`src/hw/rsqrt_pkg.sv`:
```
package rsqrt_pkg;

    // Q2.26 Newton datapath, products come out as Q4.52
    localparam int FIX_W = 28;
    localparam int PROD_W = 2 * FIX_W;
    localparam int LUT_BITS = 8;

    // latencies in cycles
    localparam int MUL_LAT = 2;
    localparam int STEP_LAT = 7;
    localparam int CORE_LAT = 1 + 2 * STEP_LAT;

    // result queue depth doubles as the sender's starting credit count
    localparam int RESULT_DEPTH = 20;
    localparam int OUT_CREDITS = 4;
    localparam int PTR_W = $clog2(RESULT_DEPTH);
    localparam int COUNT_W = $clog2(RESULT_DEPTH + 1);
    localparam int CREDIT_W = $clog2(OUT_CREDITS + 1);

    typedef logic [FIX_W-1:0] fix_t;
    typedef logic [PROD_W-1:0] prod_t;

    typedef struct packed {
        logic        sign;
        logic [7:0]  exponent;
        logic [22:0] mantissa;
    } fp32_t;

    typedef enum logic [2:0] {
        RNE = 3'b000,
        RTZ = 3'b001,
        RDN = 3'b010,
        RUP = 3'b011
    } round_mode_t;

    typedef struct packed {
        fp32_t       operand;
        round_mode_t mode;
    } rsqrt_req_t;

    typedef struct packed {
        fp32_t result;
        logic  invalid;
        logic  div_by_zero;
        logic  inexact;
    } rsqrt_rsp_t;

    // control that rides next to the mantissa path
    typedef struct packed {
        logic        valid;
        round_mode_t mode;
        logic        sign;
        logic        special;
        fp32_t       special_result;
        logic        invalid;
        logic        div_by_zero;
        logic [7:0]  base_exp;
    } side_t;

    localparam fix_t THREE_FIX = fix_t'(3) << (FIX_W - 2);
    localparam fp32_t QNAN_NEG = 32'hFFC00000;

endpackage

```
`src/hw/pipe_delay.sv`:
```
`timescale 1ns/1ps

module pipe_delay #(
    parameter int  DEPTH = 1,
    parameter type payload_t = logic
) (
    input  logic     clk,
    input  logic     rst,
    input  payload_t d,
    output payload_t q
);

    payload_t stage [DEPTH];

    always_ff @(posedge clk or posedge rst) begin
        if (rst) begin
            for (int i = 0; i < DEPTH; i++) begin
                stage[i] <= '0;
            end
        end else begin
            stage[0] <= d;
            for (int i = 1; i < DEPTH; i++) begin
                stage[i] <= stage[i-1];
            end
        end
    end

    assign q = stage[DEPTH-1];

endmodule

```
`src/hw/result_credit_fifo.sv`:
```
`timescale 1ns/1ps

module result_credit_fifo import rsqrt_pkg::*; (
    input  logic       clk,
    input  logic       rst,
    input  logic       push,
    input  rsqrt_rsp_t push_data,
    input  logic       rsp_credit,
    output logic       rsp_valid,
    output rsqrt_rsp_t rsp,
    output logic       req_credit
);

    rsqrt_rsp_t          mem [RESULT_DEPTH];
    logic [PTR_W-1:0]    wr_ptr;
    logic [PTR_W-1:0]    rd_ptr;
    logic [COUNT_W-1:0]  count;
    logic [CREDIT_W-1:0] credits;

    // pop whenever something is queued and the consumer has room
    assign rsp_valid = (count != '0) && (credits != '0);
    assign rsp = mem[rd_ptr];

    always_ff @(posedge clk) begin
        if (push) begin
            mem[wr_ptr] <= push_data;
        end
    end

    always_ff @(posedge clk or posedge rst) begin
        if (rst) begin
            wr_ptr <= '0;
            rd_ptr <= '0;
            count <= '0;
            credits <= CREDIT_W'(OUT_CREDITS);
        end else begin
            if (push) begin
                wr_ptr <= (wr_ptr == PTR_W'(RESULT_DEPTH - 1)) ? '0 : wr_ptr + 1'b1;
            end
            if (rsp_valid) begin
                rd_ptr <= (rd_ptr == PTR_W'(RESULT_DEPTH - 1)) ? '0 : rd_ptr + 1'b1;
            end
            count <= count + COUNT_W'(push) - COUNT_W'(rsp_valid);
            credits <= credits + CREDIT_W'(rsp_credit) - CREDIT_W'(rsp_valid);
        end
    end

    // each pop hands one credit back to the sender one cycle later
    pipe_delay #(.DEPTH(1), .payload_t(logic)) u_credit_ret (
        .clk(clk), .rst(rst), .d(rsp_valid), .q(req_credit)
    );

    // sender credits must cover the whole pipeline plus the queue
    no_push_when_full: assert property (@(posedge clk) disable iff (rst)
        push |-> count < COUNT_W'(RESULT_DEPTH));

    // consumer returns no more than it was given
    credits_bounded: assert property (@(posedge clk) disable iff (rst)
        credits <= CREDIT_W'(OUT_CREDITS));

endmodule

```
`config.mk`:
```
export PLATFORM = sky130hd
export DESIGN_NAME = result_credit_fifo
export DESIGN_NICKNAME = d
export VERILOG_FILES = /design/src/hw/rsqrt_pkg.sv /design/src/hw/pipe_delay.sv /design/src/hw/result_credit_fifo.sv
export SDC_FILE = /design/constraint.sdc
export NUM_CORES = 1
export LEC_CHECK = 0
export CORE_ASPECT_RATIO = 0.6
export CORE_MARGIN = 2
export CORE_UTILIZATION = 50
export DETAILED_ROUTE_END_ITERATION = 6
export DONT_BUFFER_PORTS = 1
export HOLD_SLACK_MARGIN = 0.08
export PLACE_DENSITY = 0.68
export RECOVER_POWER = 100
export SETUP_SLACK_MARGIN = 0.1
export SYNTH_ARGS = -nofsm -noshare
export SYNTH_HDL_FRONTEND = slang
export SYNTH_SLANG_ARGS = --single-unit
export TNS_END_PERCENT = 50
```
`constraint.sdc`:
```
create_clock -name clk -period 3.6 [get_ports clk]
set_input_delay 0.54 -clock clk [delete_from_list [all_inputs] [get_ports clk]]
set_output_delay 0.54 -clock clk [all_outputs]
set_load 0.05 [all_outputs]
```
==> run_results.csv, run 1 <==
group,metric,value,unit
status,outcome,"finished, violations left",
status,violations,"capacitance limit, slew limit",
logic_synthesis,syn_nets,1333,
floorplan,die_w,307.5,um
logic_synthesis,synth_edf_count,700,
logic_synthesis,synth_cell_types,43,
placement,dp_hpwl,34060,um
logic_synthesis,async_flop_share,0.02643,
pwr,p_switching,8.480,mW
logic_synthesis,synth_top_flop_cell,"edfxtp_1",
sta,finClkSkew,0.02897,ns
detailed_routing,ant_nets,0,
logic_synthesis,syn_inst,1281,
critical_path,critPathTopFamily,"buffers and inverters",
critical_path,critPathCaptureType,"primary output",
critical_path,cp.required,3.06,ns
logic_synthesis,ys_warn_count,0,
detailed_routing,drtIter0Drc,1618,
job,drv_cap,12,
global_route,globalRouteOverflowTotal,0,
floorplan,dieArea,0.05723,mm^2
pwr,powerDensity,796.8,mW/mm^2
sta,rsz0062_at_grt,"true",
sta,finalHoldViolCount,0,
logic_synthesis,synthTopCellsByCount,"edfxtp_1, mux4_2, mux2_2",
clocking,cts_buffers,60,
critical_path,crit_path_max_incr_delay,0.66,ns
logic_synthesis,ys_seq_area_frac,0.7779,
placement,place_congestion,0.7470,
final_layout,nets,1475,
final_layout,fin_util,0.5803,
critical_path,crit_arrival,2.97,ns
floorplan,rows,66,
final_layout,fill_cells,3924,
sta,setup_violations,0,
detailed_routing,vias,13430,
final_layout,seq_area,0.02151,mm^2
sta,layout_setup_ws,0.09317,ns
detailed_routing,drcViolationCount,0,
floorplan,start_util,0.5078,
global_route,track_usage,0.2192,
pwr,netSwitchingFraction,0.3370,
min_path,hold_path.class,"input pin to register",
critical_path,critical_path.max_fanout,27,
placement,place.port_buffers,0,
pwr,power_frac_clock,0.257,
final_layout,multi_input_area,0.005708,mm^2
logic_synthesis,synth_most_common_cell,"edfxtp_1",
global_route,grt_first_pass_wirelength,90530,um
detailed_routing,viasPerCell,6.141,
critical_path,crit_type,"register to primary output",
sta,slew_headroom,-0.4352,
floorplan,coreArea,0.05442,mm^2
critical_path,critPathBufInv,3,
detailed_routing,wire_per_inst,28.55,um
logic_synthesis,synth_seq_cells,719,
logic_synthesis,yosysTopAreaCell,"edfxtp_1",
pwr,ir_worst_vdd,0.6456,mV
pwr,cellLeakagePower,10.11,nW
pwr,intPower,16.68,mW
floorplan,io_pins,76,
critical_path,cp-start-kind,"register",
logic_synthesis,avgSynthCellArea,21.57,um^2
logic_synthesis,syn_area,0.02763,mm^2
placement,place_inst,2024,
pwr,fin_total_pwr,25.16,mW
pwr,p_seq_frac,0.400,
final_layout,fin_area,0.03158,mm^2
final_layout,fin_cells,2187,
final_layout,area_growth,14.27,%
critical_path,slowest_stage,"dfrtp_2",
global_route,grt_max_degree,54,
clocking,cts_tree,"built",
detailed_routing,drtPass1Iterations,7,
logic_synthesis,yosysTopAreaCellShare,0.7607,
sta,fin_crit,3.507,ns
clocking,cts_max_path_buffers,3,
detailed_routing,routed_wirelength,62440,um
clocking,cts_root_buf,"clkbuf_16",
final_layout,drive_above_1_share,0.2656,
global_route,grt_pass1_vias,13390,
sta,slew_violations,216,
sta,min_period_over_period,0.9741,
clocking,clock-sinks,719,
clocking,clk_latency,0.64,ns
global_route,antenna_found_initial,1,
logic_synthesis,synthTopCellsByArea,"edfxtp_1, mux4_2, mux2_2",
sta,whs,0.1137,ns
clocking,clkTransAtPathRegs,0.07,ns
placement,dpl_cell_area,0.02940,mm^2
sta,fin_tns_setup,0,ns
critical_path,path_cells,"buf_16 -> clkbuf_2 -> mux4_2 -> a22oi_1 -> a32oi_1 -> buf_4",
sta,clock.fmax,285.2,MHz
pwr,p_comb_frac,0.343,
placement,dpl_worst_slack,0.6137,ns
sta,worst_pin_slew,2.145,ns
clocking,htree_levels,2,
floorplan,die_h,186.1,um
[per-layer routing]
| layer | track usage | vias up | part of all wire | routed length (um) |
|---|---|---|---|---|
| met4 | 0.03824 | 0 | 0.014 | 904 |
| met1 | 0.3331 | 7118 | 0.44 | 27280 |
| met3 | 0.04304 | 73 | 0.091 | 5669 |
| met5 | 0 | - | 0 | 0 |
| met2 | 0.3382 | 603 | 0.46 | 28590 |
| li1 | - | 5637 | - | - |
[cell families (layout without fill, tap and decap cells)]
family | count (synthesis) | in the layout | share of synthesized area
AOI/OAI and AO/OA | 117 | 117 | 0.03450
other | 0 | 1 | 0
xor gates and xnor gates | 8 | 8 | 0.002536
DFF | 719 | 719 | 0.7779
muxes | 214 | 214 | 0.1454
buffers and inverters | 115 | 305 | 0.01716
and+or+nand+nor | 95 | 96 | 0.01603
adders and majority gates | 13 | 13 | 0.006429
[cell type report]
type                    instances  share of cell area
multi-input cells             448              0.1808
inverters                      44            0.005230
repair buffers                150             0.04267
diodes                          1          0.00007925
well taps                     714             0.02829
flip-flops and latches        719              0.6811
clock inverters                43             0.01272
clock buffers                  68             0.04917
[what timing repair did]
| action | 4_1_cts | 5_1_grt |
|---|---|---|
| setup endpoints to repair | 20 | 27 |
| pin swaps | 0 | 0 |
| hold endpoints to repair | 722 | 0 |
| hold buffers | 38 | 0 |
| cloned | 0 | 3 |
| setup buffers | 1 | 9 |
| resized for setup | 4 | 2 |
[power groups by stage]
| stage | combinational (mW) | sequential, mW | clock (mW) |
|---|---|---|---|
| 6_report | 8.63 | 10.1 | 6.47 |
| 5_1_grt | 9.16 | 10.1 | 6.91 |
| 3_5_place_dp | 8.49 | 10.3 | 0 |
| 4_1_cts | 8.71 | 10.1 | 6.58 |
| 2_1_floorplan | 5.86 | 9.98 | 0 |
| 3_3_place_gp | 8.43 | 10.2 | 0 |
[flip-flops by register name (all words and copies together), names as in the netlist]
signal and count:
mem 700, count 5, rd_ptr 5, wr_ptr 5, credits 3, u_credit_ret.q 1
[cells in the final DEF, fill, tap and decap left out, types with 6 or more instances in the layout]
cell type and count:
clkbuf_2 16, a32oi_1 34, mux4_2 139, buf_12 15
nand2_1 48, buf_4 40, clkinv_2 10, buf_2 8
a22oi_1 34, mux2_1 10, edfxtp_1 700, a221oi_1 34
clkbuf_16 63, dfrtp_1 14, nor3_1 6, clkbuf_4 7
clkbuf_1 26, inv_1 41, and3_1 6, clkinv_1 21
bufinv_16 6, nor2_1 13, dlygate4sd3_1 38, ha_1 11
mux2_2 61
[path summary, 6_finish.rpt]
kind                            from     endpoint  slack, ns  cells after the start
max                        rd_ptr[1]       rsp[1]       0.09                      6
min                             push    wr_ptr[0]       0.11                      2
max reg2reg                wr_ptr[0]  mem[19][15]       0.15                      4
min reg2reg                 count[3]     count[4]       0.59                      2
max in group asynchronous        rst    rd_ptr[0]       2.51                      2
min in group asynchronous        rst     count[4]       0.51                      2
No activity file was read; power rests on OpenSTA's default activity.
==> run 2: changes to the inputs <==
--- a/config.mk
+++ b/config.mk
@@ -11,7 +11,7 @@
 export DETAILED_ROUTE_END_ITERATION = 6
 export DONT_BUFFER_PORTS = 1
 export HOLD_SLACK_MARGIN = 0.08
-export PLACE_DENSITY = 0.68
+export PLACE_DENSITY_LB_ADDON = 0.25
 export RECOVER_POWER = 100
 export SETUP_SLACK_MARGIN = 0.1
 export SYNTH_ARGS = -nofsm -noshare
==> run_results.csv, run 2 (same netlist as run 1, synthesis figures left out) <==
group,metric,value,unit
global_route,grt_max_degree,102,
placement,place_inst,2020,
clocking,clock-sinks,719,
critical_path,critical_path.max_fanout,16,
critical_path,crit_path_max_incr_delay,0.70,ns
min_path,hold_path.class,"input pin to register",
detailed_routing,drtIter0Drc,1538,
final_layout,top_register,"mem",
detailed_routing,ant_nets,0,
pwr,power_frac_clock,0.268,
critical_path,path_cells,"and3b_4 -> buf_4 -> a221oi_1 -> a32oi_1 -> clkbuf_2",
critical_path,rrSetupSlack,0.23,ns
critical_path,critPathCaptureType,"primary output",
placement,place_congestion,0.7427,
sta,rsz0062_at_grt,"false",
final_layout,seq_area,0.02151,mm^2
sta,slew_headroom,-0.4996,
sta,min_period_over_period,0.9594,
floorplan,rows,66,
final_layout,largest_register_ffs,700,
floorplan,dieArea,0.05723,mm^2
floorplan,die_h,186.1,um
critical_path,critPathTopFamily,"flip-flops",
critical_path,cp.required,3.06,ns
detailed_routing,viasPerCell,6.154,
critical_path,slowest_stage,"dfrtp_1",
floorplan,coreArea,0.05442,mm^2
critical_path,cp-start-kind,"register",
global_route,grt_pass1_vias,13410,
detailed_routing,vias,13420,
pwr,cellLeakagePower,10.07,nW
clocking,clkTransAtPathRegs,0.06,ns
sta,setup_violations,0,
sta,fin_crit,3.454,ns
placement,dpl_worst_slack,0.6493,ns
min_path,worstHoldPathCells,2,
pwr,p_switching,8.466,mW
pwr,p_comb_frac,0.335,
global_route,globalRouteOverflowTotal,0,
critical_path,crit_arrival,2.91,ns
detailed_routing,wire_per_inst,28.60,um
sta,clock.fmax,289.5,MHz
pwr,ir_worst_vdd,0.5793,mV
floorplan,die_w,307.5,um
sta,finalHoldViolCount,0,
pwr,p_seq_frac,0.398,
final_layout,multi_input_area,0.005762,mm^2
final_layout,fill_cells,3958,
critical_path,r2r-end,"mem[3][17]",
pwr,netSwitchingFraction,0.3357,
global_route,grt_first_pass_wirelength,91980,um
detailed_routing,routed_wirelength,62380,um
global_route,antenna_found_initial,2,
clocking,cts_buffers,66,
floorplan,start_util,0.5078,
status,violations,"capacitance limit, slew limit",
min_path,min_to,"wr_ptr[0]",
sta,slew_violations,312,
sta,worst_pin_slew,2.241,ns
pwr,fin_total_pwr,25.22,mW
clocking,htree_levels,3,
sta,fin_tns_setup,0,ns
placement,dp_hpwl,33750,um
detailed_routing,drcViolationCount,0,
global_route,track_usage,0.2243,
final_layout,fin_area,0.03153,mm^2
final_layout,area_growth,14.09,%
sta,finClkSkew,0.01878,ns
detailed_routing,drtPass1Iterations,5,
sta,layout_setup_ws,0.1460,ns
clocking,cts_tree,"built",
critical_path,crit_type,"register to primary output",
clocking,cts_root_buf,"clkbuf_16",
clocking,cts_max_path_buffers,3,
floorplan,io_pins,76,
status,outcome,"finished, violations left",
final_layout,fin_cells,2181,
placement,place.port_buffers,0,
critical_path,reg2reg_from,"wr_ptr[1]",
critical_path,critPathBufInv,2,
final_layout,mostFrequentLayoutCell,"edfxtp_1",
job,drv_cap,15,
final_layout,nets,1472,
final_layout,final_cell_mix,"edfxtp_1, mux4_2, clkbuf_16",
clocking,clk_latency,0.60,ns
final_layout,drive_above_1_share,0.2633,
pwr,intPower,16.75,mW
min_path,holdCritStartpoint,"push",
pwr,powerDensity,799.9,mW/mm^2
critical_path,r2r_cells,4,
placement,dpl_cell_area,0.02924,mm^2
run 2: area by class of cell:
cell class	count	area share
Antenna cell	1	0.00007937
Tap cell	714	0.02834
Inverter	44	0.005239
Multi-Input combinational cell	447	0.1828
Clock buffer	83	0.05576
Timing Repair Buffer	142	0.03667
Clock inverter	31	0.008930
Sequential cell	719	0.6822
run 2: timing repair:
item	in CTS	in global routing
hold buffers	38	0
cloned	0	0
setup buffers	0	8
pin swaps	0	1
setup endpoints to repair	10	6
gates resized for setup	1	0
endpoints found under the hold margin	722	0
run 2: worst max path at each step:
stage,depth (start not counted),endpoint,from,slack (ns)
after CTS,5,rsp[23],rd_ptr[3],0.12
after global routing,6,rsp[17],rd_ptr[0],0.06
after global placement,5,rsp[9],rd_ptr[3],0.68
after floorplan,4,mem[2][0],push,-0.35
final,5,rsp[9],rd_ptr[3],0.15
after detailed placement,5,rsp[9],rd_ptr[3],0.65
run 2: power groups by stage:
stage | Clock (mW) | Sequential [mW] | Combinational [mW]
4_1_cts | 6.86 | 10.0 | 8.63
3_5_place_dp | 0 | 10.2 | 8.45
5_1_grt | 7.20 | 10.1 | 8.97
3_3_place_gp | 0 | 10.2 | 8.40
2_1_floorplan | 0 | 9.98 | 5.86
6_report | 6.75 | 10.0 | 8.44
run 2: layer usage:
metal  GRT usage  part of all wire  routed length, um
met4     0.04624             0.014                882
met3     0.04361             0.069               4285
met5           0           0.00021                 13
met1      0.3524              0.46              28810
met2      0.3304              0.46              28390
run 2: metrics by stage:
step / hold WS, ns / utilization
after global placement: 0.5744 / 0.5374
after detailed placement: 0.5810 / 0.5374
final: 0.1337 / 0.5793
after floorplan: 0.4904 / -
after CTS: 0.1136 / 0.5819
after global routing: 0.1275 / 0.5793
