### src/hw/rsqrt_pkg.sv
package rsqrt_pkg;

    // Q2.26 Newton datapath, products come out as Q4.52
    localparam int FIX_W = 28;
    localparam int PROD_W = 2 * FIX_W;
    localparam int LUT_BITS = 8;

    // latencies in cycles
    localparam int MUL_LAT = 2;
    localparam int STEP_LAT = 7;
    localparam int CORE_LAT = 1 + 2 * STEP_LAT;

    // result queue depth doubles as the sender's starting credit count
    localparam int RESULT_DEPTH = 20;
    localparam int OUT_CREDITS = 4;
    localparam int PTR_W = $clog2(RESULT_DEPTH);
    localparam int COUNT_W = $clog2(RESULT_DEPTH + 1);
    localparam int CREDIT_W = $clog2(OUT_CREDITS + 1);

    typedef logic [FIX_W-1:0] fix_t;
    typedef logic [PROD_W-1:0] prod_t;

    typedef struct packed {
        logic        sign;
        logic [7:0]  exponent;
        logic [22:0] mantissa;
    } fp32_t;

    typedef enum logic [2:0] {
        RNE = 3'b000,
        RTZ = 3'b001,
        RDN = 3'b010,
        RUP = 3'b011
    } round_mode_t;

    typedef struct packed {
        fp32_t       operand;
        round_mode_t mode;
    } rsqrt_req_t;

    typedef struct packed {
        fp32_t result;
        logic  invalid;
        logic  div_by_zero;
        logic  inexact;
    } rsqrt_rsp_t;

    // control that rides next to the mantissa path
    typedef struct packed {
        logic        valid;
        round_mode_t mode;
        logic        sign;
        logic        special;
        fp32_t       special_result;
        logic        invalid;
        logic        div_by_zero;
        logic [7:0]  base_exp;
    } side_t;

    localparam fix_t THREE_FIX = fix_t'(3) << (FIX_W - 2);
    localparam fp32_t QNAN_NEG = 32'hFFC00000;

endpackage

### src/hw/rsqrt_classify.sv
`timescale 1ns/1ps

module rsqrt_classify import rsqrt_pkg::*; (
    input  logic                clk,
    input  logic                rst,
    input  logic                req_valid,
    input  rsqrt_req_t          req,
    output side_t               side,
    output fix_t                operand,
    output logic [LUT_BITS-1:0] lut_index,
    output logic                exp_even
);

    fp32_t      op;
    logic       man_zero;
    logic       is_qnan;
    logic       is_snan;
    logic       is_inf;
    logic       is_flush;
    logic       even_c;
    logic [8:0] exp_calc;
    side_t      side_c;
    fix_t       operand_q;

    assign op = req.operand;
    assign man_zero = (op.mantissa == '0);
    assign is_qnan = (op.exponent == '1) && !man_zero && op.mantissa[22];
    assign is_snan = (op.exponent == '1) && !man_zero && !op.mantissa[22];
    assign is_inf = (op.exponent == '1) && man_zero;
    // zero and denormals are both flushed
    assign is_flush = (op.exponent == '0);

    // even biased exponent means an odd true exponent, so the mantissa is doubled
    assign even_c = ~op.exponent[0];
    // result assumed in [0.5,1), normalization adds one when it hits 1.0
    assign exp_calc = (even_c ? 9'd380 : 9'd379) - {1'b0, op.exponent};

    always_comb begin
        side_c = '0;
        side_c.valid = req_valid;
        side_c.mode = req.mode;
        side_c.sign = op.sign;
        side_c.base_exp = exp_calc[8:1];
        side_c.special = 1'b1;
        if (is_qnan) begin
            side_c.special_result = op;
        end else if (is_snan) begin
            side_c.special_result = op;
            side_c.special_result.mantissa[22] = 1'b1;
            side_c.invalid = 1'b1;
        end else if (is_flush) begin
            side_c.special_result = {op.sign, 8'hFF, 23'd0};
            side_c.div_by_zero = 1'b1;
        end else if (op.sign) begin
            side_c.special_result = QNAN_NEG;
            side_c.invalid = 1'b1;
        end else if (is_inf) begin
            side_c.special_result = '0;
        end else begin
            side_c.special = 1'b0;
        end
    end

    always_ff @(posedge clk or posedge rst) begin
        if (rst) begin
            side <= '0;
            lut_index <= '0;
            exp_even <= 1'b0;
            operand_q <= '0;
            operand <= '0;
        end else begin
            side <= side_c;
            lut_index <= op.mantissa[22 -: LUT_BITS];
            exp_even <= even_c;
            operand_q <= even_c ? {1'b1, op.mantissa, 4'd0} : {2'b01, op.mantissa, 3'd0};
            // one extra stage so the operand lines up with the registered seed
            operand <= operand_q;
        end
    end

endmodule

### config.mk
export PLATFORM = sky130hd
export DESIGN_NAME = rsqrt_classify
export DESIGN_NICKNAME = d
export VERILOG_FILES = /design/src/hw/rsqrt_pkg.sv /design/src/hw/rsqrt_classify.sv
export SDC_FILE = /design/constraint.sdc
export NUM_CORES = 1
export LEC_CHECK = 0
export ABC_AREA = 1
export BUFFER_PORTS_ARGS = -buffer_cell sky130_fd_sc_hd__buf_4
export CORE_MARGIN = 5
export CORE_UTILIZATION = 44
export DETAILED_ROUTE_END_ITERATION = 12
export PLACE_DENSITY_LB_ADDON = 0.05
export RECOVER_POWER = 100
export SYNTH_ARGS = -nofsm -noshare
export SYNTH_HDL_FRONTEND = slang
export SYNTH_SLANG_ARGS = --single-unit
### constraint.sdc
create_clock -name clk -period 3.31 [get_ports clk]
set_input_delay 0.662 -clock clk [delete_from_list [all_inputs] [get_ports clk]]
set_output_delay 0.662 -clock clk [all_outputs]
set_load 0.02 [all_outputs]
==> flow_summary.yaml, run 1 <==
sta:
  worst_pin_slew_ns: 1.34
  skew_ns: 0.00587
  relSlewSlack: 0.103
  fin_crit_ns: 2.49
  fmaxAchievable_mhz: 402
  setup-violations-final: 0
  setup_tns_ns: 0
  rsz0062_at_grt: "no"
  setup_ws_ns: 0.823
  fin_crit_sh: 0.751
  drv_slew: 0
  final_hold_viol_count: 0
place:
  dp.cells: 511
  io_buffers: 119
  dp_hpwl_mm: 4.93
  routabilityCongestion: 0.810
  pre_cts_slack_ns: 0.945
clock_tree:
  hold_buffers: 0
  cts_buffer_depth: 2
  cts_tree: "yes"
  clkLatencyLatePin_ns: 0.35
  worst_setup_hold_path_clk_slew_ns: 0.10
  cts_inserted_buffers: 9
  cts_resized: 0
  h-tree-depth: 3
  clock_tree.root_cell: "clkbuf_8"
  cts.sinks: 105
  post_cts_buffers: 0
setup_path:
  r2r-end: "operand[27]"
  end_kind: "register"
  worstSetupStartpointType: "input port"
  worstSetupPathType: "input port to register"
  crit_start: "req[26]"
  cp.required_ns: 3.49
  cp-endpoint: "side[36]"
  regToRegStartpoint: "exp_even"
  r2r_slack_ns: 2.79
  crit_fanout: 49
  arrival_ns: 2.67
  r2r.worst_path.cells: 0
finish:
  fin_cells: 527
  final_util: 0.563
  num-fill-cells: 760
  area_growth_pct: 23.4
  fin_nets: 463
  drive_gt1_frac: 0.136
  diodes: 0
floorplan:
  rows: 32
  pin_count: 123
  die_w_um: 100
  die_y_um: 100
  core_area_um2: 7810
  die-area_um2: 9990
  initial_utilization: 0.456
grt:
  grt_max_degree: 106
  grt_pass1_vias: 2381
  track_usage: 0.152
  grt_pass1_wl_mm: 11.8
  overflow: 0
  antenna_found_initial: 0
power:
  switching_power_uw: 613
  ir_drop_mv: 0.246
  powerDensity_nw_per_um2: 565
  p_leak_uw: 0.00219
  p_int_uw: 1870
  pwr-share-seq: 0.552
  clockPowerShare: 0.349
  sw_frac_of_total: 0.247
  p_comb_frac: 0.099
flow_run:
  maxCapViolations: 0
yosys:
  synth_area_um2: 3560
  synthCells: 299
  syn_area_per_cell_um2: 11.9
  synth_largest_area_cell: "dfrtp_1"
  muxShareOfSynthArea: 0
  synth_cell_types: 22
  synth.yosys.seq_area_share: 0.738
  synth_top_area_share: 0.738
  yosys.area_share.xor_xnor: 0.0123
  yosys_warnings: 0
  synth_fa_ha_area_frac: 0.0176
  ys_ff_latch: 105
  synth.area.top_cells: "dfrtp_1, nand2_1, inv_1"
  synth-compound-area-share: 0.0355
  yosys.area_share.simple: 0.127
  synth_top_family_by_area: "simple AND/OR/NAND/NOR gates"
drt:
  routed_wl_mm: 7.04
  dr.max_layer_used: "met4"
  drt_iter0_markers: 66
  wl_met3_um: 565
  drt_pass1_iterations: 4
  wl_met2_mm: 3.23
  wl_per_cell_um: 13.4
  drc: 0
  viasPerCell: 4.36
  drtAntennaViolNets: 0
  met1_length_mm: 3.19
  vias: 2298
outcome:
  run_status: "finished, final reports clean"
min_path:
  hp-class: "register to register"
[metal layers]
| layer | vias up | global-route usage |
|---|---|---|
| met1 | 1087 | 0.202 |
| met2 | 79 | 0.232 |
| met5 | - | 0 |
| li1 | 1126 | - |
| met3 | 6 | 0.0618 |
| met4 | 0 | 0.0410 |
[sequential cells by signal, indices dropped and copies added, names as in the netlist]
register / count
side: 47
lut_index: 8
exp_even: 1
operand: 25
operand_q: 24
[per-stage QoR]
stage          area, um^2  total power, uW  hold WS (ns)
6_report             4400             2480         0.348
5_1_grt              4400             2620         0.357
4_1_cts              4750             2560         0.350
3_5_place_dp         4520             1700         0.335
3_3_place_gp         4520             1690         0.331
2_1_floorplan        3570             1540         0.331
[critical path, stage by stage]
cell      delay (ns)
buf_4           0.24
ha_1            0.25
nand3_1         0.07
nand2b_1        0.19
clkinv_2        0.09
nand2_1         0.98
nand2_1         0.18
[how the worst min path moves through the flow]
stage | from | end | slack [ns] | cells past startpoint
after floorplan | operand_q[10] | operand[10] | 0.33 | 0
after CTS | operand_q[12] | operand[12] | 0.35 | 0
after global placement | operand_q[13] | operand[13] | 0.33 | 0
final | operand_q[12] | operand[12] | 0.35 | 0
after detailed placement | operand_q[19] | operand[19] | 0.33 | 0
after global routing | operand_q[19] | operand[19] | 0.36 | 0
[cell usage after synthesis]
library cell / number
dfrtp_1: 105
nand2_1: 52
inv_1: 39
nor2_1: 33
o21ai_0: 23
nor2_2: 10
nand3_1: 6
ha_1: 5
buf_4: 4
clkbuf_1: 4
xor2_1: 4
buf_6: 2
nand2_4: 2
nand4_1: 2
a21oi_1: 1
a31oi_1: 1
buf_12: 1
buf_2: 1
clkinv_2: 1
conb_1: 1
nand2b_1: 1
xnor2_1: 1
[cell usage in the layout (no fill, tap or decap), types with 2 or more instances in the layout]
cell | Yosys | routed
inv_1 | 39 | 38
o21ai_0 | 23 | 23
nor2_2 | 10 | 10
dfrtp_1 | 105 | 105
xor2_1 | 4 | 4
nand3_1 | 6 | 6
nand4_1 | 2 | 2
bufinv_16 | 0 | 2
conb_1 | 1 | 3
clkinv_2 | 1 | 2
clkinvlp_4 | 0 | 2
clkbuf_1 | 4 | 91
nand2_1 | 52 | 53
buf_4 | 4 | 23
ha_1 | 5 | 5
nor2_1 | 33 | 33
clkbuf_4 | 0 | 5
clkbuf_8 | 0 | 10
[layout make-up]
class,count,area (um^2),area share
well taps,102,128,0.0290
multi-input cells,144,689,0.157
clock buffers,10,138,0.0313
clock inverters,6,88.8,0.0202
repair buffers,120,572,0.130
inverters,40,153,0.0347
flip-flops and latches,105,2630,0.598
[cell families (layout without fill, tap and decap cells)]
logic type / Yosys count / count (layout)
xor gates and xnor gates: 5 / 5
DFF: 105 / 105
AOI/OAI and AO/OA: 25 / 25
other: 1 / 3
and+or+nand+nor: 106 / 106
adders and majority gates: 5 / 5
buffers and inverters: 52 / 176
[power by group through the flow]
stage / sequential [uW] / clock [uW] / combinational [uW]
floorplan: 1460 / 0 / 84.5
global placement: 1400 / 0 / 296
detailed placement: 1400 / 0 / 300
CTS: 1370 / 891 / 300
global route: 1380 / 957 / 280
finish: 1370 / 866 / 246
Note: power is estimated with default switching activity, not from simulation.
==> run 2, diff against run 1 <==
- ABC_AREA: 1 -> 0
- clock period: 3.31 -> 2 ns (I/O delays scaled with it)
==> flow_summary.yaml, run 2 <==
outcome:
  run_status: "finished, final reports clean"
drt:
  viasPerCell: 4.48
  drt_pass1_iterations: 4
  wl_per_cell_um: 15.4
  routed_wl_mm: 6.90
  vias: 2007
  drtAntennaViolNets: 0
  drt_iter0_markers: 49
  drc: 0
setup_path:
  worst-path-buf-inv: 2
  arrival_ns: 1.83
  cp_top_family: "simple AND/OR/NAND/NOR gates"
  slowest_delay_ns: 0.48
  end_kind: "register"
  cp.required_ns: 2.27
  crit_fanout: 9
  worst_path_max_delay_cell: "or4b_1"
  worstSetupStartpointType: "input port"
  worstSetupPathType: "input port to register"
  critical_path.cell_chain: "clkbuf_1, inv_1, ha_1, or4b_1, nor4_4, nor2_1, mux2i_1"
yosys:
  synth_top_area_share: 0.762
  yosys.area_share.xor_xnor: 0.0152
  synthArstFlopShare: 1.00
  synthCells: 214
  synth.yosys.seq_area_share: 0.762
  synth_flop_cell: "dfrtp_1"
  synth.area.top_cells: "dfrtp_1, mux2_2, and2_1"
  ys_ff_latch: 105
  synth-edff-count: 0
  synth_largest_area_cell: "dfrtp_1"
  yosys_warnings: 0
  post-synth-top-count-cell: "dfrtp_1"
  synth_area_um2: 3450
  synth-compound-area-share: 0.0152
  muxShareOfSynthArea: 0.0776
  yosys.area_share.simple: 0.0907
  synth_top_family_by_area: "simple AND/OR/NAND/NOR gates"
  synthTopCellsByCount: "dfrtp_1, and2_1, mux2_2, nand2_1"
  synth_fa_ha_area_frac: 0.0181
  synth_cell_types: 30
  syn_area_per_cell_um2: 16.1
clock_tree:
  cts_buffer_depth: 2
  cts.sinks: 105
  post_cts_buffers: 0
  worst_setup_hold_path_clk_slew_ns: 0.09
  clock_tree.root_cell: "clkbuf_8"
  cts_inserted_buffers: 9
  hold_buffers: 0
  cts_resized: 0
  clkLatencyLatePin_ns: 0.35
  h-tree-depth: 3
  cts_tree: "yes"
sta:
  skew_ns: 0.00831
  fin_crit_sh: 0.778
  fin_crit_ns: 1.56
  fin_hold_ws_ns: 0.167
  relSlewSlack: 0.0869
  fmaxAchievable_mhz: 643
  rsz0062_at_grt: "no"
  drv_slew: 0
  final_hold_viol_count: 0
  setup_tns_ns: 0
  setup-violations-final: 0
  worst_pin_slew_ns: 1.37
grt:
  track_usage: 0.147
  grt_pass1_wl_mm: 11.0
  overflow: 0
  grt_pass1_vias: 2098
  grt_max_degree: 106
  antenna_found_initial: 0
finish:
  largest_reg_flops: 47
  reg_top3: "side: 47 flops, operand: 25 flops, operand_q: 24 flops"
  top_register: "side"
  area_growth_pct: 24.3
  final_area_um2: 4290
  fin_cells: 448
  final_common_cell: "dfrtp_1"
  drive_gt1_frac: 0.199
  final_cell_mix: "dfrtp_1, clkbuf_1, buf_4, mux2_2, and2_1"
  num-fill-cells: 748
  fin_nets: 385
  diodes: 0
place:
  routabilityCongestion: 0.740
  io_buffers: 119
  postPlaceCellArea_um2: 4480
  dp_hpwl_mm: 4.91
  dp.cells: 433
floorplan:
  core_area_um2: 7690
  die-area_um2: 9710
  pin_count: 123
  die_y_um: 98.5
  initial_utilization: 0.449
  die_w_um: 98.5
  rows: 32
flow_run:
  maxCapViolations: 0
power:
  powerDensity_nw_per_um2: 912
  sw_frac_of_total: 0.248
  p_int_uw: 2940
  clockPowerShare: 0.317
  pwr-share-seq: 0.580
  switching_power_uw: 970
  ir_drop_mv: 0.355
  p_leak_uw: 0.00194
  p_comb_frac: 0.103
min_path:
  hp-class: "input port to register"
-- run 2: cell count changes after synthesis, sizes merged, moves of 4 or more --
cell	change
nor2	-41
o21ai	-21
nand2	-45
nand3	-4
and2	+23
inv	-34
mux2	+22
nor4	+6
-- run 2: metrics by stage --
| step | setup slack [ns] | total power, uW | util |
|---|---|---|---|
| 3_5_place_dp | 0.135 | 2810 | 0.583 |
| 3_3_place_gp | 0.173 | 2810 | 0.583 |
| 2_1_floorplan | 0.00723 | 2550 | - |
| 6_report | 0.445 | 3910 | 0.558 |
| 5_1_grt | 0.232 | 4080 | 0.558 |
| 4_1_cts | 0.512 | 4060 | 0.607 |
-- run 2: path summary, 6_finish.rpt --
check,start,end,cells after the start,slack [ns]
setup / recovery,req[26],side[34],7,0.44
hold / removal,req[0],side[44],1,0.17
setup reg to reg,exp_even,operand[27],0,1.49
hold reg to reg,operand_q[22],operand[22],0,0.35
max in group asynchronous,rst,side[5],3,0.59
min in group asynchronous,rst,lut_index[7],3,0.54
-- run 2: power groups by stage --
stage,clock [uW],sequential (uW),combinational (uW)
2_1_floorplan,0,2420,134
6_report,1240,2270,403
4_1_cts,1290,2270,500
3_3_place_gp,0,2310,496
5_1_grt,1360,2280,445
3_5_place_dp,0,2310,499
-- run 2: routing by layer --
layer,share of wire,vias to the layer above,routed length [um],GRT usage
met2,0.48,70,3330,0.230
met5,0,-,0,0
met1,0.41,981,2850,0.185
met4,0.011,0,79,0.0504
li1,-,950,-,-
met3,0.092,6,632,0.0602
-- run 2: final cells by class --
class / instances / area [um^2] / area share
Inverter: 5 / 20.0 / 0.00467
Clock inverter: 5 / 56.3 / 0.0131
Timing Repair Buffer: 124 / 574 / 0.134
Tap cell: 102 / 128 / 0.0298
Clock buffer: 10 / 128 / 0.0298
Sequential cell: 105 / 2630 / 0.613
Multi-Input combinational cell: 97 / 753 / 0.176
-- run 2: kinds of logic (layout without fill, tap and decap cells) --
logic type	after synthesis	count (layout)
buffers and inverters	14	144
AND/OR/NAND/NOR	51	51
other	1	3
AO/OA/AOI/OAI	8	8
adder cells (fa/ha/maj)	5	5
XOR/XNOR	6	6
multiplexers	24	24
flip-flops	105	105
==> run 3, diff against run 2 <==
- CORE_UTILIZATION: 44 -> 49
- clock period: 2 -> 1.55 ns (I/O delays scaled with it)
==> flow_summary.yaml, run 3 (same netlist as run 2, synthesis figures left out) <==
finish:
  drive_gt1_frac: 0.252
  final_common_cell: "dfrtp_1"
  area_growth_pct: 29.0
  final_area_um2: 4450
  reg_top3: "side: 47 flops, operand: 25 flops, operand_q: 24 flops"
  num-fill-cells: 624
  final_cell_mix: "dfrtp_1, clkbuf_1, buf_4, mux2_2, and2_1"
  top_register: "side"
  diodes: 0
  final_util: 0.651
  largest_reg_flops: 47
  fin_nets: 408
power:
  p_leak_uw: 0.00204
  p_int_uw: 3690
  powerDensity_nw_per_um2: 1130
  p_comb_frac: 0.113
  clockPowerShare: 0.303
  switching_power_uw: 1320
  pwr-share-seq: 0.584
  sw_frac_of_total: 0.264
  ir_drop_mv: 0.593
sta:
  fmaxAchievable_mhz: 726
  relSlewSlack: 0.634
  worst_pin_slew_ns: 0.549
  fin_crit_sh: 0.889
  final_hold_viol_count: 0
  fin_hold_ws_ns: 0.0763
  setup-violations-final: 0
  setup_ws_ns: 0.172
  setup_tns_ns: 0
  fin_crit_ns: 1.38
  rsz0062_at_grt: "no"
  drv_slew: 0
  skew_ns: 0.00613
clock_tree:
  cts.sinks: 105
  h-tree-depth: 3
  worst_setup_hold_path_clk_slew_ns: 0.10
  clkLatencyLatePin_ns: 0.35
  cts_buffer_depth: 2
  clock_tree.root_cell: "clkbuf_8"
  cts_tree: "yes"
  cts_inserted_buffers: 9
flow_run:
  maxCapViolations: 0
grt:
  antenna_found_initial: 0
  overflow: 0
  track_usage: 0.169
  grt_pass1_vias: 2219
  grt_pass1_wl_mm: 11.3
  grt_max_degree: 64
drt:
  drt_iter0_markers: 53
  drc: 0
  vias: 2135
  viasPerCell: 4.59
  wl_per_cell_um: 15.4
  routed_wl_mm: 7.16
  drtAntennaViolNets: 0
  drt_pass1_iterations: 4
setup_path:
  cp.required_ns: 1.76
  r2r-end: "operand[27]"
  cp-endpoint: "side[9]"
  r2r_slack_ns: 1.06
  worstSetupStartpointType: "input port"
  end_kind: "register"
  crit_start: "req[26]"
  regToRegStartpoint: "exp_even"
  arrival_ns: 1.59
  crit_fanout: 9
  worstSetupPathType: "input port to register"
  r2r.worst_path.cells: 0
floorplan:
  die_w_um: 93.9
  initial_utilization: 0.505
  die-area_um2: 8820
  rows: 30
  die_y_um: 93.9
  pin_count: 123
  core_area_um2: 6830
place:
  routabilityCongestion: 0.819
  pre_cts_slack_ns: -0.301
  postPlaceCellArea_um2: 4660
  dp_hpwl_mm: 5.26
  io_buffers: 119
outcome:
  run_status: "finished, final reports clean"
min_path:
  hp-class: "input port to register"
[run 3: changes by cell type in the layout (fill, tap and decap cells not counted), sizes merged]
cell,previous run,this run
dlygate4sd3,0,1
buf,23,44
clkinvlp,2,3
bufinv,1,0
inv,5,6
[run 3: power by group through the flow]
stage          sequential (uW)  combinational [uW]  clock (uW)
6_report                  2930                 564        1520
5_1_grt                   2940                 618        1690
4_1_cts                   2930                 694        1550
3_5_place_dp              2990                 691           0
3_3_place_gp              2980                 681           0
2_1_floorplan             3120                 186           0
[run 3: layer usage]
metal  global-route usage  wire [um]  part of all wire  vias up
li1                     -          -                 -      997
met1                0.212       2970              0.42     1059
met2                0.279       3570              0.50       73
met3               0.0577        549             0.077        6
met4               0.0517         67            0.0094        0
met5                    0          0                 0        -
[run 3: area by class of cell]
type | count | area (um^2) | share of cell area
clock buffers | 9 | 124 | 0.0279
well taps | 96 | 120 | 0.0270
inverters | 5 | 21.3 | 0.00478
clock inverters | 6 | 50.0 | 0.0113
flip-flops and latches | 105 | 2630 | 0.591
repair buffers | 147 | 751 | 0.169
multi-input cells | 97 | 753 | 0.169
[run 3: worst max-delay path: stages]
cell	delay, ns
buf_4	0.10
buf_4	0.14
ha_1	0.14
nand4_1	0.12
nor2_1	0.26
clkbuf_1	0.37
a22oi_1	0.15
[run 3: timing repair]
item	4_1_cts	5_1_grt
gates resized for setup	0	1
hold endpoints to repair	4	0
hold buffers	1	0
setup endpoints to repair	0	2
buffers inserted	0	0
[run 3: worst min path at each step]
stage	startpoint	end	depth (start not counted)
2_1_floorplan	operand_q[10]	operand[10]	0
3_3_place_gp	rst	side[45]	2
3_5_place_dp	rst	side[45]	2
4_1_cts	req[2]	side[46]	1
5_1_grt	req[2]	side[46]	1
6_report	req[2]	side[46]	1
[run 3: metrics by stage]
step,std cells,total power (uW)
finish,465,5010
global route,465,5250
CTS,465,5180
detailed placement,449,3680
global placement,449,3660
floorplan,216,3300
