**config.mk**
```make
export PLATFORM = sky130hd
export DESIGN_NAME = rsqrt_round
export DESIGN_NICKNAME = d
export VERILOG_FILES = /design/src/hw/rsqrt_pkg.sv /design/src/hw/rsqrt_round.sv
export SDC_FILE = /design/constraint.sdc
export NUM_CORES = 1
export LEC_CHECK = 0
export BUFFER_PORTS_ARGS = -buffer_cell sky130_fd_sc_hd__buf_2
export CAP_MARGIN = 20
export CORE_MARGIN = 5
export CORE_UTILIZATION = 47
export DETAILED_ROUTE_END_ITERATION = 8
export PLACE_DENSITY = 0.81
export SLEW_MARGIN = 20
export SYNTH_ARGS = -nofsm -noshare
export SYNTH_HDL_FRONTEND = slang
export SYNTH_SLANG_ARGS = --single-unit
```
**constraint.sdc**
```tcl
create_clock -name clk -period 0.8 [get_ports clk]
set_input_delay 0.04 -clock clk [delete_from_list [all_inputs] [get_ports clk]]
set_output_delay 0.04 -clock clk [all_outputs]
set_load 0.01 [all_outputs]
```
**src/hw/rsqrt_pkg.sv**
```systemverilog
package rsqrt_pkg;

    // Q2.26 Newton datapath, products come out as Q4.52
    localparam int FIX_W = 28;
    localparam int PROD_W = 2 * FIX_W;
    localparam int LUT_BITS = 8;

    // latencies in cycles
    localparam int MUL_LAT = 2;
    localparam int STEP_LAT = 7;
    localparam int CORE_LAT = 1 + 2 * STEP_LAT;

    // result queue depth doubles as the sender's starting credit count
    localparam int RESULT_DEPTH = 20;
    localparam int OUT_CREDITS = 4;
    localparam int PTR_W = $clog2(RESULT_DEPTH);
    localparam int COUNT_W = $clog2(RESULT_DEPTH + 1);
    localparam int CREDIT_W = $clog2(OUT_CREDITS + 1);

    typedef logic [FIX_W-1:0] fix_t;
    typedef logic [PROD_W-1:0] prod_t;

    typedef struct packed {
        logic        sign;
        logic [7:0]  exponent;
        logic [22:0] mantissa;
    } fp32_t;

    typedef enum logic [2:0] {
        RNE = 3'b000,
        RTZ = 3'b001,
        RDN = 3'b010,
        RUP = 3'b011
    } round_mode_t;

    typedef struct packed {
        fp32_t       operand;
        round_mode_t mode;
    } rsqrt_req_t;

    typedef struct packed {
        fp32_t result;
        logic  invalid;
        logic  div_by_zero;
        logic  inexact;
    } rsqrt_rsp_t;

    // control that rides next to the mantissa path
    typedef struct packed {
        logic        valid;
        round_mode_t mode;
        logic        sign;
        logic        special;
        fp32_t       special_result;
        logic        invalid;
        logic        div_by_zero;
        logic [7:0]  base_exp;
    } side_t;

    localparam fix_t THREE_FIX = fix_t'(3) << (FIX_W - 2);
    localparam fp32_t QNAN_NEG = 32'hFFC00000;

endpackage

```
**src/hw/rsqrt_round.sv**
```systemverilog
`timescale 1ns/1ps

module rsqrt_round import rsqrt_pkg::*; (
    input  logic       clk,
    input  logic       rst,
    input  fix_t       x,
    input  side_t      side,
    output logic       push,
    output rsqrt_rsp_t rsp
);

    logic        at_one;
    logic [22:0] mant_pre;
    logic        guard;
    logic        rnd;
    logic        sticky;
    logic        inexact;
    logic        round_up;
    logic [23:0] mant_rnd;
    logic [7:0]  exp_out;

    always_comb begin
        // x sits in (0.5,1], bit 26 is the integer one
        at_one = x[FIX_W-2];
        if (at_one) begin
            mant_pre = x[FIX_W-3 -: 23];
            guard = x[2];
            rnd = x[1];
            sticky = x[0];
        end else begin
            mant_pre = x[FIX_W-4 -: 23];
            guard = x[1];
            rnd = x[0];
            sticky = 1'b0;
        end
        inexact = guard | rnd | sticky;

        case (side.mode)
            RNE: round_up = guard & (rnd | sticky | mant_pre[0]);
            RTZ: round_up = 1'b0;
            RDN: round_up = side.sign & inexact;
            RUP: round_up = ~side.sign & inexact;
            default: round_up = 1'b0;
        endcase

        mant_rnd = {1'b0, mant_pre} + 24'(round_up);
        // a mantissa carry leaves zeros below and bumps the exponent
        exp_out = side.base_exp + 8'(at_one) + 8'(mant_rnd[23]);
    end

    always_ff @(posedge clk or posedge rst) begin
        if (rst) begin
            push <= 1'b0;
        end else begin
            push <= side.valid;
        end
    end

    always_ff @(posedge clk) begin
        rsp.invalid <= side.invalid;
        rsp.div_by_zero <= side.div_by_zero;
        if (side.special) begin
            rsp.result <= side.special_result;
            rsp.inexact <= 1'b0;
        end else begin
            rsp.result <= {side.sign, exp_out, mant_rnd[22:0]};
            rsp.inexact <= inexact;
        end
    end

endmodule

```
==> summary.md, run 1 <==
The floorplan step set the die width to 81.98 um. The critical path capture point type is a flop. Worst min-delay path class: input port to flop. For this run, the top clock speed supported by timing is 377.7 MHz.

The final standard cell count with taps included and fillers excluded came out at 573. Setup repair after global routing could not meet its margin everywhere. For the placeable core region, the log shows 5075 sq um. Of the total synthesized cell area, the portion taken by AND, OR, NAND and NOR gates is 24.67%.

The tools report the routability congestion estimate as 0.8758. The accumulated negative setup slack was -40.48 ns. CTS built an H-tree with a depth of 2.

Smallest setup slack after layout: -1.847 ns. Setup violations remaining at the end of the flow were counted as 42. Entering global routing, the biggest net connects 45 pins. Counting every net in the synthesized netlist gives 369. The wire length per cell after detailed routing was 24.03 um.

The initial standard-cell utilization of the core is 47.98%, and the filler cell count in the final layout is 247. The relative contribution of combinational cells to total power came out at 35.1%. For this design, the sink count on the clock tree is 36.

Summing the areas of all compound-gate instances in the mapped netlist gives 14.95% of the synthesized area. Summed over all instances, the cell type with the most area after synthesis is sky130_fd_sc_hd__dfxtp_1. Clock-pin slew on the worst setup and hold paths: 0.08 ns. The total of warnings raised by yosys was 0. After the first detailed-routing iteration, the DRC count stood at 537. After layout, the worst path uses 330.9% of the clock period.

After synthesis, the largest family of logic cells by area is simple AND/OR/NAND/NOR gates. The tools report the data required time of the critical path as 0.98 ns. Number of enable-type register cells in the synthesized netlist: 0. Of all nets on the critical path, the largest fanout is 4.

The run gives 1.913 mW as the reported net switching power. The post-route DRC violation count was 0; the floorplan die height was 81.98 um. Detailed placement ended at an HPWL of 6.204 mm. Overall overflow remaining after global route: 0. The final layout contains routed wiring with a total length of 13.77 mm.

At the end of the flow, the number of nets in the layout was 584. The number of placed instances, taps included, is 528. The post-route netlist has 57.46% of its cells at a drive strength greater than 1.

The routed via count divided by cell count was 6.403; the number of nets still failing antenna checks after routing was 0. The internal portion of the total power is 3.891 mW. Synthesis handed over a netlist of 287 instances.

The most used flip-flop cell after synthesis is sky130_fd_sc_hd__dfxtp_1. Class of the most critical setup path: input port to flop. The multiplexer share of the synthesized area was 17.78%; the final critical path time including I/O delays and setup was 2.647 ns. After synthesis, the cell types taking the most area are sky130_fd_sc_hd__dfxtp_1 29%, sky130_fd_sc_hd__mux2i_1 9.5%, sky130_fd_sc_hd__mux2_2 8.3%. IR analysis of the VDD net gives a maximum drop of 1027 uV.

TritonCTS built the clock tree. The logs give 0 for the final hold violation count and 6720 sq um for the die area. The clock power share was 29.7%. Relative to the synthesized area, the layout overhead comes to 84.64%. The run gives 0 as the number of antenna violations at the first check in global routing. The total of max-cap violations was 0. The number of input and output port buffers inserted works out to 112.

The run gives 114 as the I/O pin total. After synthesis the netlist holds a flip-flop and latch count of 36. The first TritonRoute pass finished after 7 iterations. Sequential fraction of the synthesis area: 29.80%.

Of the total synthesized cell area, the portion taken by XOR and XNOR cells is 5.755%. The first global-routing pass estimated 16.34 mm of wire. The switching fraction of total power is 32.95%. For the buffer depth of the longest clock path, the log shows 2. The worst setup path is launched from an input port. At the pin with the least slew margin, the transition time is 0.7324 ns.

The analysis attributes to cell leakage a power of 2.070 nW. Data arrival time of the critical path: 2.83 ns. The run gives 0 as the max-slew violation count. The number of library cell types mapped by synthesis was 50.

The share of total power dissipated in sequential elements is 35.3%. The total via count in the routed design is 3669. The cell area power density was 1291 nW/um^2; the number of rows in the core area was 26. Of the post-synthesis cell area, the dominant cell type holds 28.78%. The root buffer cell chosen for the clock tree is sky130_fd_sc_hd__clkbuf_8. For this run, the total global-route usage over all layers was measured as 32.08%. In this run the tightest slew margin relative to its limit is 49.78%. The async set-reset flop share out of synthesis was 2.778%.

The run finished, with violations left. The clock buffer count from CTS came out at 5. The checks that failed: negative setup slack. The synthesized area per cell was 8.484 sq um; the number of antenna diodes was 0. After Yosys synthesis, full adders, half adders and majority gates account for 2.364% of the synthesized area. The via count of the first global-routing pass was 3362. Summing every instance area after synthesis gives 2435 sq um.
power groups by stage:
stage               registers, mW  logic, mW  clock network (mW)
floorplan                    2.13      0.650                   0
global placement             2.03       1.45                   0
global route                 2.05       2.14                1.78
detailed placement           2.03       1.49                   0
finish                       2.05       2.04                1.72
CTS                          1.99       1.67                1.67
cell families (layout without fill, tap and decap cells):
| logic type | Yosys count | count (layout) |
|---|---|---|
| flip-flops | 36 | 36 |
| AND/OR/NAND/NOR | 113 | 113 |
| buffers and inverters | 23 | 239 |
| adder cells (fa/ha/maj) | 4 | 4 |
| multiplexers | 41 | 41 |
| XOR/XNOR | 16 | 16 |
| AO/OA/AOI/OAI | 54 | 54 |
stage by stage:
stage | instance area, sq um | utilization [%] | worst slack [ns] | hold WS [ns] | power [mW]
3_5_place_dp | 3625 | 71.43 | -2.127 | -0.1263 | 3.526
5_1_grt | 4496 | 88.58 | -1.971 | 0.01788 | 5.981
6_report | 4496 | 88.58 | -1.847 | 0.006181 | 5.804
3_3_place_gp | 3625 | 71.43 | -1.963 | -0.1280 | 3.485
4_1_cts | 4194 | 82.64 | -1.723 | 0.003669 | 5.330
2_1_floorplan | 2532 | - | -2.056 | -0.2313 | 2.781
layout by cell type (no fill, tap or decap), types with 3 or more instances in the layout:
cell type | Yosys | final
sky130_fd_sc_hd__a21oi_2 | 0 | 7
sky130_fd_sc_hd__xnor2_2 | 0 | 4
sky130_fd_sc_hd__dfxtp_1 | 35 | 21
sky130_fd_sc_hd__xnor2_1 | 8 | 4
sky130_fd_sc_hd__nand2b_1 | 3 | 3
sky130_fd_sc_hd__a21oi_1 | 14 | 7
sky130_fd_sc_hd__nand3_1 | 17 | 11
sky130_fd_sc_hd__xor2_1 | 8 | 7
sky130_fd_sc_hd__buf_6 | 2 | 23
sky130_fd_sc_hd__and4_1 | 5 | 4
sky130_fd_sc_hd__nand3_2 | 0 | 4
sky130_fd_sc_hd__dfxtp_2 | 0 | 14
sky130_fd_sc_hd__o22ai_1 | 4 | 4
sky130_fd_sc_hd__mux2_2 | 18 | 18
sky130_fd_sc_hd__clkbuf_8 | 0 | 5
sky130_fd_sc_hd__nor2_1 | 16 | 14
sky130_fd_sc_hd__nor3_1 | 4 | 3
sky130_fd_sc_hd__o21ai_1 | 1 | 12
sky130_fd_sc_hd__nand4_1 | 8 | 8
sky130_fd_sc_hd__inv_1 | 6 | 4
sky130_fd_sc_hd__nand2_1 | 32 | 32
sky130_fd_sc_hd__mux2i_1 | 23 | 23
sky130_fd_sc_hd__dlygate4sd3_1 | 0 | 25
sky130_fd_sc_hd__and3_1 | 5 | 4
sky130_fd_sc_hd__buf_2 | 4 | 96
sky130_fd_sc_hd__a211oi_1 | 4 | 3
sky130_fd_sc_hd__and2_1 | 4 | 4
sky130_fd_sc_hd__buf_4 | 2 | 78
sky130_fd_sc_hd__nor4_4 | 0 | 5
Yosys cell counts (8+ instances only):
library cell / n
sky130_fd_sc_hd__xnor2_1: 8
sky130_fd_sc_hd__nand2_1: 32
sky130_fd_sc_hd__nand3_1: 17
sky130_fd_sc_hd__a21oi_1: 14
sky130_fd_sc_hd__o21ai_0: 12
sky130_fd_sc_hd__nand4_1: 8
sky130_fd_sc_hd__mux2i_1: 23
sky130_fd_sc_hd__dfxtp_1: 35
sky130_fd_sc_hd__nor2_1: 16
sky130_fd_sc_hd__clkbuf_1: 8
sky130_fd_sc_hd__xor2_1: 8
sky130_fd_sc_hd__mux2_2: 18
worst max-delay path: stages:
cell and delay, ns:
sky130_fd_sc_hd__buf_12 0.12, sky130_fd_sc_hd__clkinv_4 0.04, sky130_fd_sc_hd__a21oi_2 0.04, sky130_fd_sc_hd__or4_4 0.48, sky130_fd_sc_hd__a21oi_2 0.15, sky130_fd_sc_hd__ha_2 0.20, sky130_fd_sc_hd__nand4_1 0.13, sky130_fd_sc_hd__nor2_2 0.20
sky130_fd_sc_hd__nor4b_4 0.26, sky130_fd_sc_hd__nand3_1 0.14, sky130_fd_sc_hd__fa_2 0.38, sky130_fd_sc_hd__inv_2 0.08, sky130_fd_sc_hd__ha_4 0.14, sky130_fd_sc_hd__buf_4 0.13, sky130_fd_sc_hd__xnor2_2 0.18, sky130_fd_sc_hd__o21ai_1 0.11
metal layers:
layer | part of all wire [%] | up-vias | global-route usage [%]
met2 | 48 | 365 | 56.54
li1 | - | 1502 | -
met3 | 12 | 132 | 8.114
met4 | 8.8 | 0 | 21.59
met5 | 0 | - | 0
met1 | 31 | 1670 | 33.24
area by class of cell:
cell class | count | area [sq um] | area share (%)
timing repair buffer | 224 | 1615 | 35.93
tap | 70 | 87.58 | 1.948
sequential | 36 | 743.2 | 16.53
clock buffer | 5 | 68.82 | 1.531
multi-input combinational | 228 | 1907 | 42.42
inverter | 7 | 31.28 | 0.6958
clock inverter | 3 | 42.54 | 0.9463
worst paths after layout:
check,start,endpoint,slack [ns],depth (start not counted)
min in group asynchronous,rst,push,0.12,3
worst max-delay path,x[26],rsp[28],-1.85,16
worst min-delay path,side[26],rsp[19],0.006,3
max in group asynchronous,rst,push,0.58,3
flip-flops by register name, summed over array words and instances (netlist names):
signal / cells
push: 1
rsp: 35
timing repair:
action	CTS	global route
setup endpoints to repair	32	50
pin swaps	28	26
gates resized for setup	36	63
endpoints found under the hold margin	23	1
setup buffers	7	8
hold buffers	24	1
Power figures use the tool's default switching activity.
==> run 2, diff against run 1 <==
Settings changed: BUFFER_PORTS_ARGS -buffer_cell sky130_fd_sc_hd__buf_2 to unset, CORE_UTILIZATION 47 to 50, DONT_BUFFER_PORTS set to 1, PLACE_DENSITY 0.81 to 0.65, SLEW_MARGIN 20 to unset.
==> summary.md, run 2 (same netlist as run 1, synthesis figures left out) <==
The run finished, with violations left. The final reports fail on negative hold slack, negative setup slack. The share of layout cells above drive strength 1 is 31.61%.

The routed via count divided by cell count was 5.764; the die outline width was 79.79 um. In this run the vertical extent of the chip is 79.79 um. The layout net count came out at 429.

Kind of start point of the critical path: an input port. Dominant delay contributor by cell family on the critical path: simple AND/OR/NAND/NOR gates. The count of nets left with antenna violations once routing finished came out at 0. The logs give 0 for the max-slew violation count and 2453 for the via count of the first global-routing pass.

Along the worst path, the maximum fanout reaches 48. STA puts the critical path data required time at 0.97 ns. The critical-path cell with the highest stage delay is sky130_fd_sc_hd__or4_1. The critical path goes through inv_12 -> a21oi_2 -> or4_1 -> a21oi_2 -> ha_2 -> nand4_1 -> nor2_1 -> nor4b_2 -> nand3_1 -> fa_2 -> and3b_2 -> buf_4 -> buf_6 -> xnor2_1 -> o21ai_1. The number of input and output port buffers inserted was 0. The peak per-stage delay on the critical path works out to 0.48 ns.

Leaving out fill and tap cells, the most frequent cells in the layout are 41 x sky130_fd_sc_hd__buf_4, 35 x sky130_fd_sc_hd__dfxtp_1, 32 x sky130_fd_sc_hd__nand2_1. Following the worst setup path forward leads to its endpoint at rsp[29]. The routability congestion estimate was 0.7709. The critical path depth in cells was 15.

Across the VDD grid, the largest voltage drop is 951.6 uV. Max-cap violations in this run came to 0. Of the available clock period, the critical path in the final layout requires 290.1%. The worst hold slack was -0.1365 ns. Area of placed instances: 2828 sq um.

The most common cell after layout, fill and taps aside was sky130_fd_sc_hd__buf_4. The clock drives 36 sinks. The run gives 5 as the clock buffer count from CTS. The first routing iteration left 118 violations. Detailed placement finished with a half-perimeter wire length of 4.990 mm. Sum of internal, switching and leakage power: 4.572 mW.

For the first-pass GRT wire length, the log shows 11.84 mm. The initial standard-cell utilization of the core is 51.55%. The smallest setup slack after layout came out at -1.521 ns.

The register containing the most flip-flops in the final layout was rsp. Dividing total power by cell area gives a power density of 1353 nW/um^2. Across every metal layer, demand over resource in global routing totals 23.40%.

For this design the static power due to leakage is 1.357 nW. The total length of routed wires is 7.183 mm, and the overall overflow remaining after global route is 0. Clock-pin slew was measured on the worst setup and hold paths at 0.07 ns. The post-route DRC violation count was 0. The final critical path time including I/O delays and setup came out at 2.321 ns. Cell at the root of the clock tree: sky130_fd_sc_hd__clkbuf_8. The largest registers in the layout are rsp: 35 flops, push: 1 flops. For this run, the share of the core covered by cells in the final layout is 71.55%. At the worst endpoint, the arrival time is 2.49 ns. The growth of design area from synthesis to finish is 38.80%.

In this run the worst setup path begins at x[26]. Class of the most critical setup path: input port to flop. Wire length per cell after detailed routing: 17.31 um. The register with the most flip-flops in the layout has 35 of them. For the post-placement worst setup slack, the log shows -1.800 ns. At the pin with the least slew margin, the transition time is 0.5662 ns. The number of optimization iterations in the first detailed-route pass was 4; the I/O pin total was 114.

The die area came out at 6366 sq um. The tools report the total via count in the routed design as 2392. The tools report the final hold violation count as 23.

Setup violations remaining at the end of the flow were counted as 31. The run gives 21 as the hold buffer count at CTS. Headroom to the max-slew limit came out at 61.18%. The logs give 4723 sq um for the placeable core region and -32.20 ns for the accumulated negative setup slack. The most used cell along the critical path was sky130_fd_sc_hd__a21oi_2. The pin count of the biggest net entering global routing is 50, and the maximum operating frequency is 430.9 MHz. The cell area after layout was 3379 sq um. Setup repair after global routing could not meet its margin everywhere. TritonCTS built the clock tree. STA classifies the critical path endpoint as a flop. The number of antenna diodes came out at 0. The H-tree depth reported by CTS was 2; the number of antenna violations at the first check in global routing was 0.

The run gives 25 as the number of rows in the core area. The min-delay analysis places its worst path in the category input port to flop. The run gives 2 as the buffer depth of the longest clock path. Counting both buffers and inverters, the worst setup path holds a total of 3.
## run 2: changes by cell type in the layout (fill, tap and decap cells not counted), sizes merged
cell,previous run,this run
buf,199,48
clkbuf,5,6
clkinv,2,1
clkinvlp,1,0
dlygate4sd3,25,21
inv,6,7
## run 2: worst min-delay path by stage
stage / start / to / cells past startpoint
floorplan: rst / push / 1
global placement: rst / push / 1
detailed placement: rst / push / 1
CTS: side[42] / rsp[33] / 1
global route: side[42] / rsp[8] / 1
finish: side[42] / rsp[11] / 1
## run 2: metal layers
metal  track usage, %  part of all wire, %  up-vias
li1                 -                    -     1179
met3            6.546                  8.9        9
met1            28.46                   40     1117
met5                0                    0        -
met4            6.250                  1.1        0
met2            40.40                   50       87
## run 2: area by class of cell
class                           count  area, sq um
Multi-Input combinational cell    228         1818
Fill cell                         368         1344
Sequential cell                    36        725.7
Timing Repair Buffer               69        605.6
Tap cell                           67        83.83
Clock buffer                        6        72.57
Inverter                            7        38.79
Clock inverter                      2        35.03
## run 2: through the flow
| step | instances | hold slack (ns) |
|---|---|---|
| floorplan | 287 | -0.2313 |
| CTS | 423 | -0.1669 |
| global placement | 382 | -0.2302 |
| global route | 415 | -0.1525 |
| detailed placement | 382 | -0.2287 |
| finish | 415 | -0.1365 |
## run 2: what timing repair did
item,CTS,global route
endpoints found under the setup margin,31,31
endpoints found under the hold margin,36,20
resized for setup,37,17
pin swaps,21,17
setup buffers,17,5
## run 2: report_power, final
group	switching, mW	total, mW	internal, mW
registers	0.151	2.11	1.96
logic	0.382	0.914	0.532
clock network	0.620	1.54	0.924
==> run 3, diff against run 2 <==
--- a/constraint.sdc
+++ b/constraint.sdc
@@ -3,2 +3,2 @@
 set_output_delay 0.04 -clock clk [all_outputs]
-set_load 0.01 [all_outputs]
+set_load 0.05 [all_outputs]
==> summary.md, run 3 (same netlist as run 1, synthesis figures left out) <==
The run gives 62 as the total of endpoints with negative setup slack in the final report. Worst hold endpoint: rsp[31]. The repair_antennas step left the layout with diodes totalling 0.

Setup repair after global routing could not meet its margin everywhere. Via count of the first global-routing pass: 2825. The largest registers in the layout are rsp: 35 flops, push: 1 flops.

The initial DRC count is 193, and the number of rows in the core area is 25. The final hold violation count is 21. Clock-pin slew was measured on the worst setup and hold paths at 0.08 ns. The max-slew violation count is 0. The first detailed-routing pass ran for 4 iterations. The sum of internal, switching and leakage power was 5.722 mW. The worst hold path begins at side[42]. For this configuration, the core starts out at a cell density of 51.55%.

The number of antenna violations at the first check in global routing is 0, and the H-tree depth reported by CTS is 2. After detailed routing, the number of remaining DRC violations is 0. The final critical path time including I/O delays and setup is 2.384 ns. From bottom edge to top edge, the die measures 79.79 um. Pin count of the biggest net entering global routing: 50. Input and output buffers added on the ports amount to 0. The die covers 6366 sq um. Static timing analysis puts the maximum clock frequency at 419.5 MHz. The final critical path takes up 298.0% of the cycle. The critical-path maximum fanout works out to 48.

Flip-flop count of the largest register, all copies and words added: 35. TritonCTS built the clock tree. The run gives -1.836 ns as the post-placement worst setup slack.

Detailed routing inserted a total of 2682 vias. The growth of design area from synthesis to finish was 60.43%; the first-pass GRT wire length was 13.38 mm. The worst min-delay path class is input port to flop.

For this block, the routed nets add up to 8.500 mm of wire. Cell at the root of the clock tree: sky130_fd_sc_hd__clkbuf_8. In the global route stage, overall resource usage came out at 26.67%. The class of the most critical setup path is input port to flop. Counting every sink on the clock net gives 36. The overall overflow remaining after global route was 0. Traced cell by cell, the critical path runs through o21a_1 -> nor2_1 -> or4_1 -> a21oi_2 -> ha_2 -> nand4_1 -> nor2_1 -> nor4b_2 -> nand3_1 -> fa_2 -> and3b_2 -> nand3_2 -> xor2_1 -> o21ai_1.

From left edge to right edge, the die measures 79.79 um. The cell count of the worst hold path came out at 1. The worst setup path is captured at a flop.

For the pin with the worst max-slew slack, the measured transition is 0.7800 ns. The logs give 0.98 ns for the data required time of the critical path and 0 for the total of max-cap violations. The peak per-stage delay on the critical path was 0.42 ns.

Cells with a size suffix above 1 make up 47.14% of the layout. The I/O pin total was 114; the sum of net half-perimeters after detailed placement was 5.326 mm. At the worst endpoint, the arrival time is 2.57 ns. In the layout the commonest cells are 44 x sky130_fd_sc_hd__buf_4, 35 x sky130_fd_sc_hd__dfxtp_2, 32 x sky130_fd_sc_hd__nand2_1. The run finished, with violations left. The tools report the smallest setup slack after layout as -1.584 ns. The logs give 5 for the clock buffer count from CTS and 465 for the layout net count. Buffer depth of the longest clock path: 2. Routability congestion estimate: 0.8285. The analysis attributes to cell leakage a power of 1.598 nW. Dividing the detail-routed wire length by the instance count gives 18.85 um. The register containing the most flip-flops in the final layout is rsp. STA classifies the critical path startpoint as an input port. On the critical path, the stage with the largest delay is an instance of sky130_fd_sc_hd__or4_1. The tools report the number of nets still failing antenna checks after routing as 0. The checks that failed: negative hold slack, negative setup slack. For the worst hold slack, the log shows -0.1625 ns. Dividing total power by cell area gives a power density of 1465 nW/um^2.

IR analysis of the VDD net gives a maximum drop of 978.0 uV. The library cell used most frequently in the layout, excluding fill and tap cells, is sky130_fd_sc_hd__buf_4. The most numerous cell type found on the critical path is sky130_fd_sc_hd__nor2_1.

The run gives 22 as the hold buffer count at CTS. The core region is 4723 sq um. In the routed layout, each cell is associated on average with a via count of 5.947. The relative slew slack is 46.51%.
==> run 3: cell count changes in the layout (fill, tap and decap cells not counted), sizes merged <==
cell,previous run,this run
clkbuf,6,5
dlygate4sd3,21,22
clkinvlp,0,1
buf,48,83
==> run 3: routing by layer <==
metal	track usage, %	wire length (um)	vias up
li1	-	-	1253
met1	30.36	3186	1270
met2	45.83	4341	133
met3	8.352	762	26
met4	11.32	209	0
met5	0	0	-
==> run 3: timing repair <==
action / CTS / global route
setup endpoints to repair: 67 / 67
resized for setup: 123 / 20
pin swaps: 14 / 13
buffers inserted: 16 / 1
endpoints found under the hold margin: 37 / 21
==> run 3: power by group <==
part | internal [mW] | total [mW] | switching (mW)
clock network | 0.922 | 1.61 | 0.689
logic | 0.945 | 2.01 | 1.07
registers | 2.00 | 2.10 | 0.104
total | 3.86 | 5.72 | 1.86
==> run 3: cell type report <==
cell class                      instances  area [sq um]
Timing Repair Buffer                  105          1112
Clock inverter                          3         42.54
Inverter                                7         33.78
Tap cell                               67         83.83
Clock buffer                            5         68.82
Sequential cell                        36         769.5
Multi-Input combinational cell        228          1795
Fill cell                             253         817.0
==> run 3: worst max path at each step <==
stage	cells after the start	startpoint	end	slack, ns
after global placement	14	x[26]	rsp[31]	-1.73
after floorplan	16	x[26]	rsp[31]	-2.06
after global routing	14	x[26]	rsp[31]	-1.71
after detailed placement	15	x[26]	rsp[30]	-1.84
final	14	x[26]	rsp[31]	-1.58
after CTS	15	x[26]	rsp[32]	-1.48
==> run 3: worst max-delay path: cells and delay by family <==
family          cells  cell delay (ns)
fa+ha+maj           2             0.57
xor+xnor            1             0.16
simple gates        8             1.44
compound gates      3             0.36
==> run 3: per-stage QoR <==
| step | std cells | util, % | cell area (sq um) | hold WS (ns) | setup TNS [ns] |
|---|---|---|---|---|---|
| after floorplan | 287 | - | 2532 | -0.2313 | -46.88 |
| after global placement | 416 | 65.54 | 3095 | -0.2301 | -40.75 |
| after detailed placement | 416 | 65.54 | 3095 | -0.2293 | -42.29 |
| after CTS | 460 | 83.31 | 3935 | -0.1790 | -33.54 |
| after global routing | 451 | 82.70 | 3906 | -0.1783 | -37.71 |
| final | 451 | 82.70 | 3906 | -0.1625 | -34.11 |
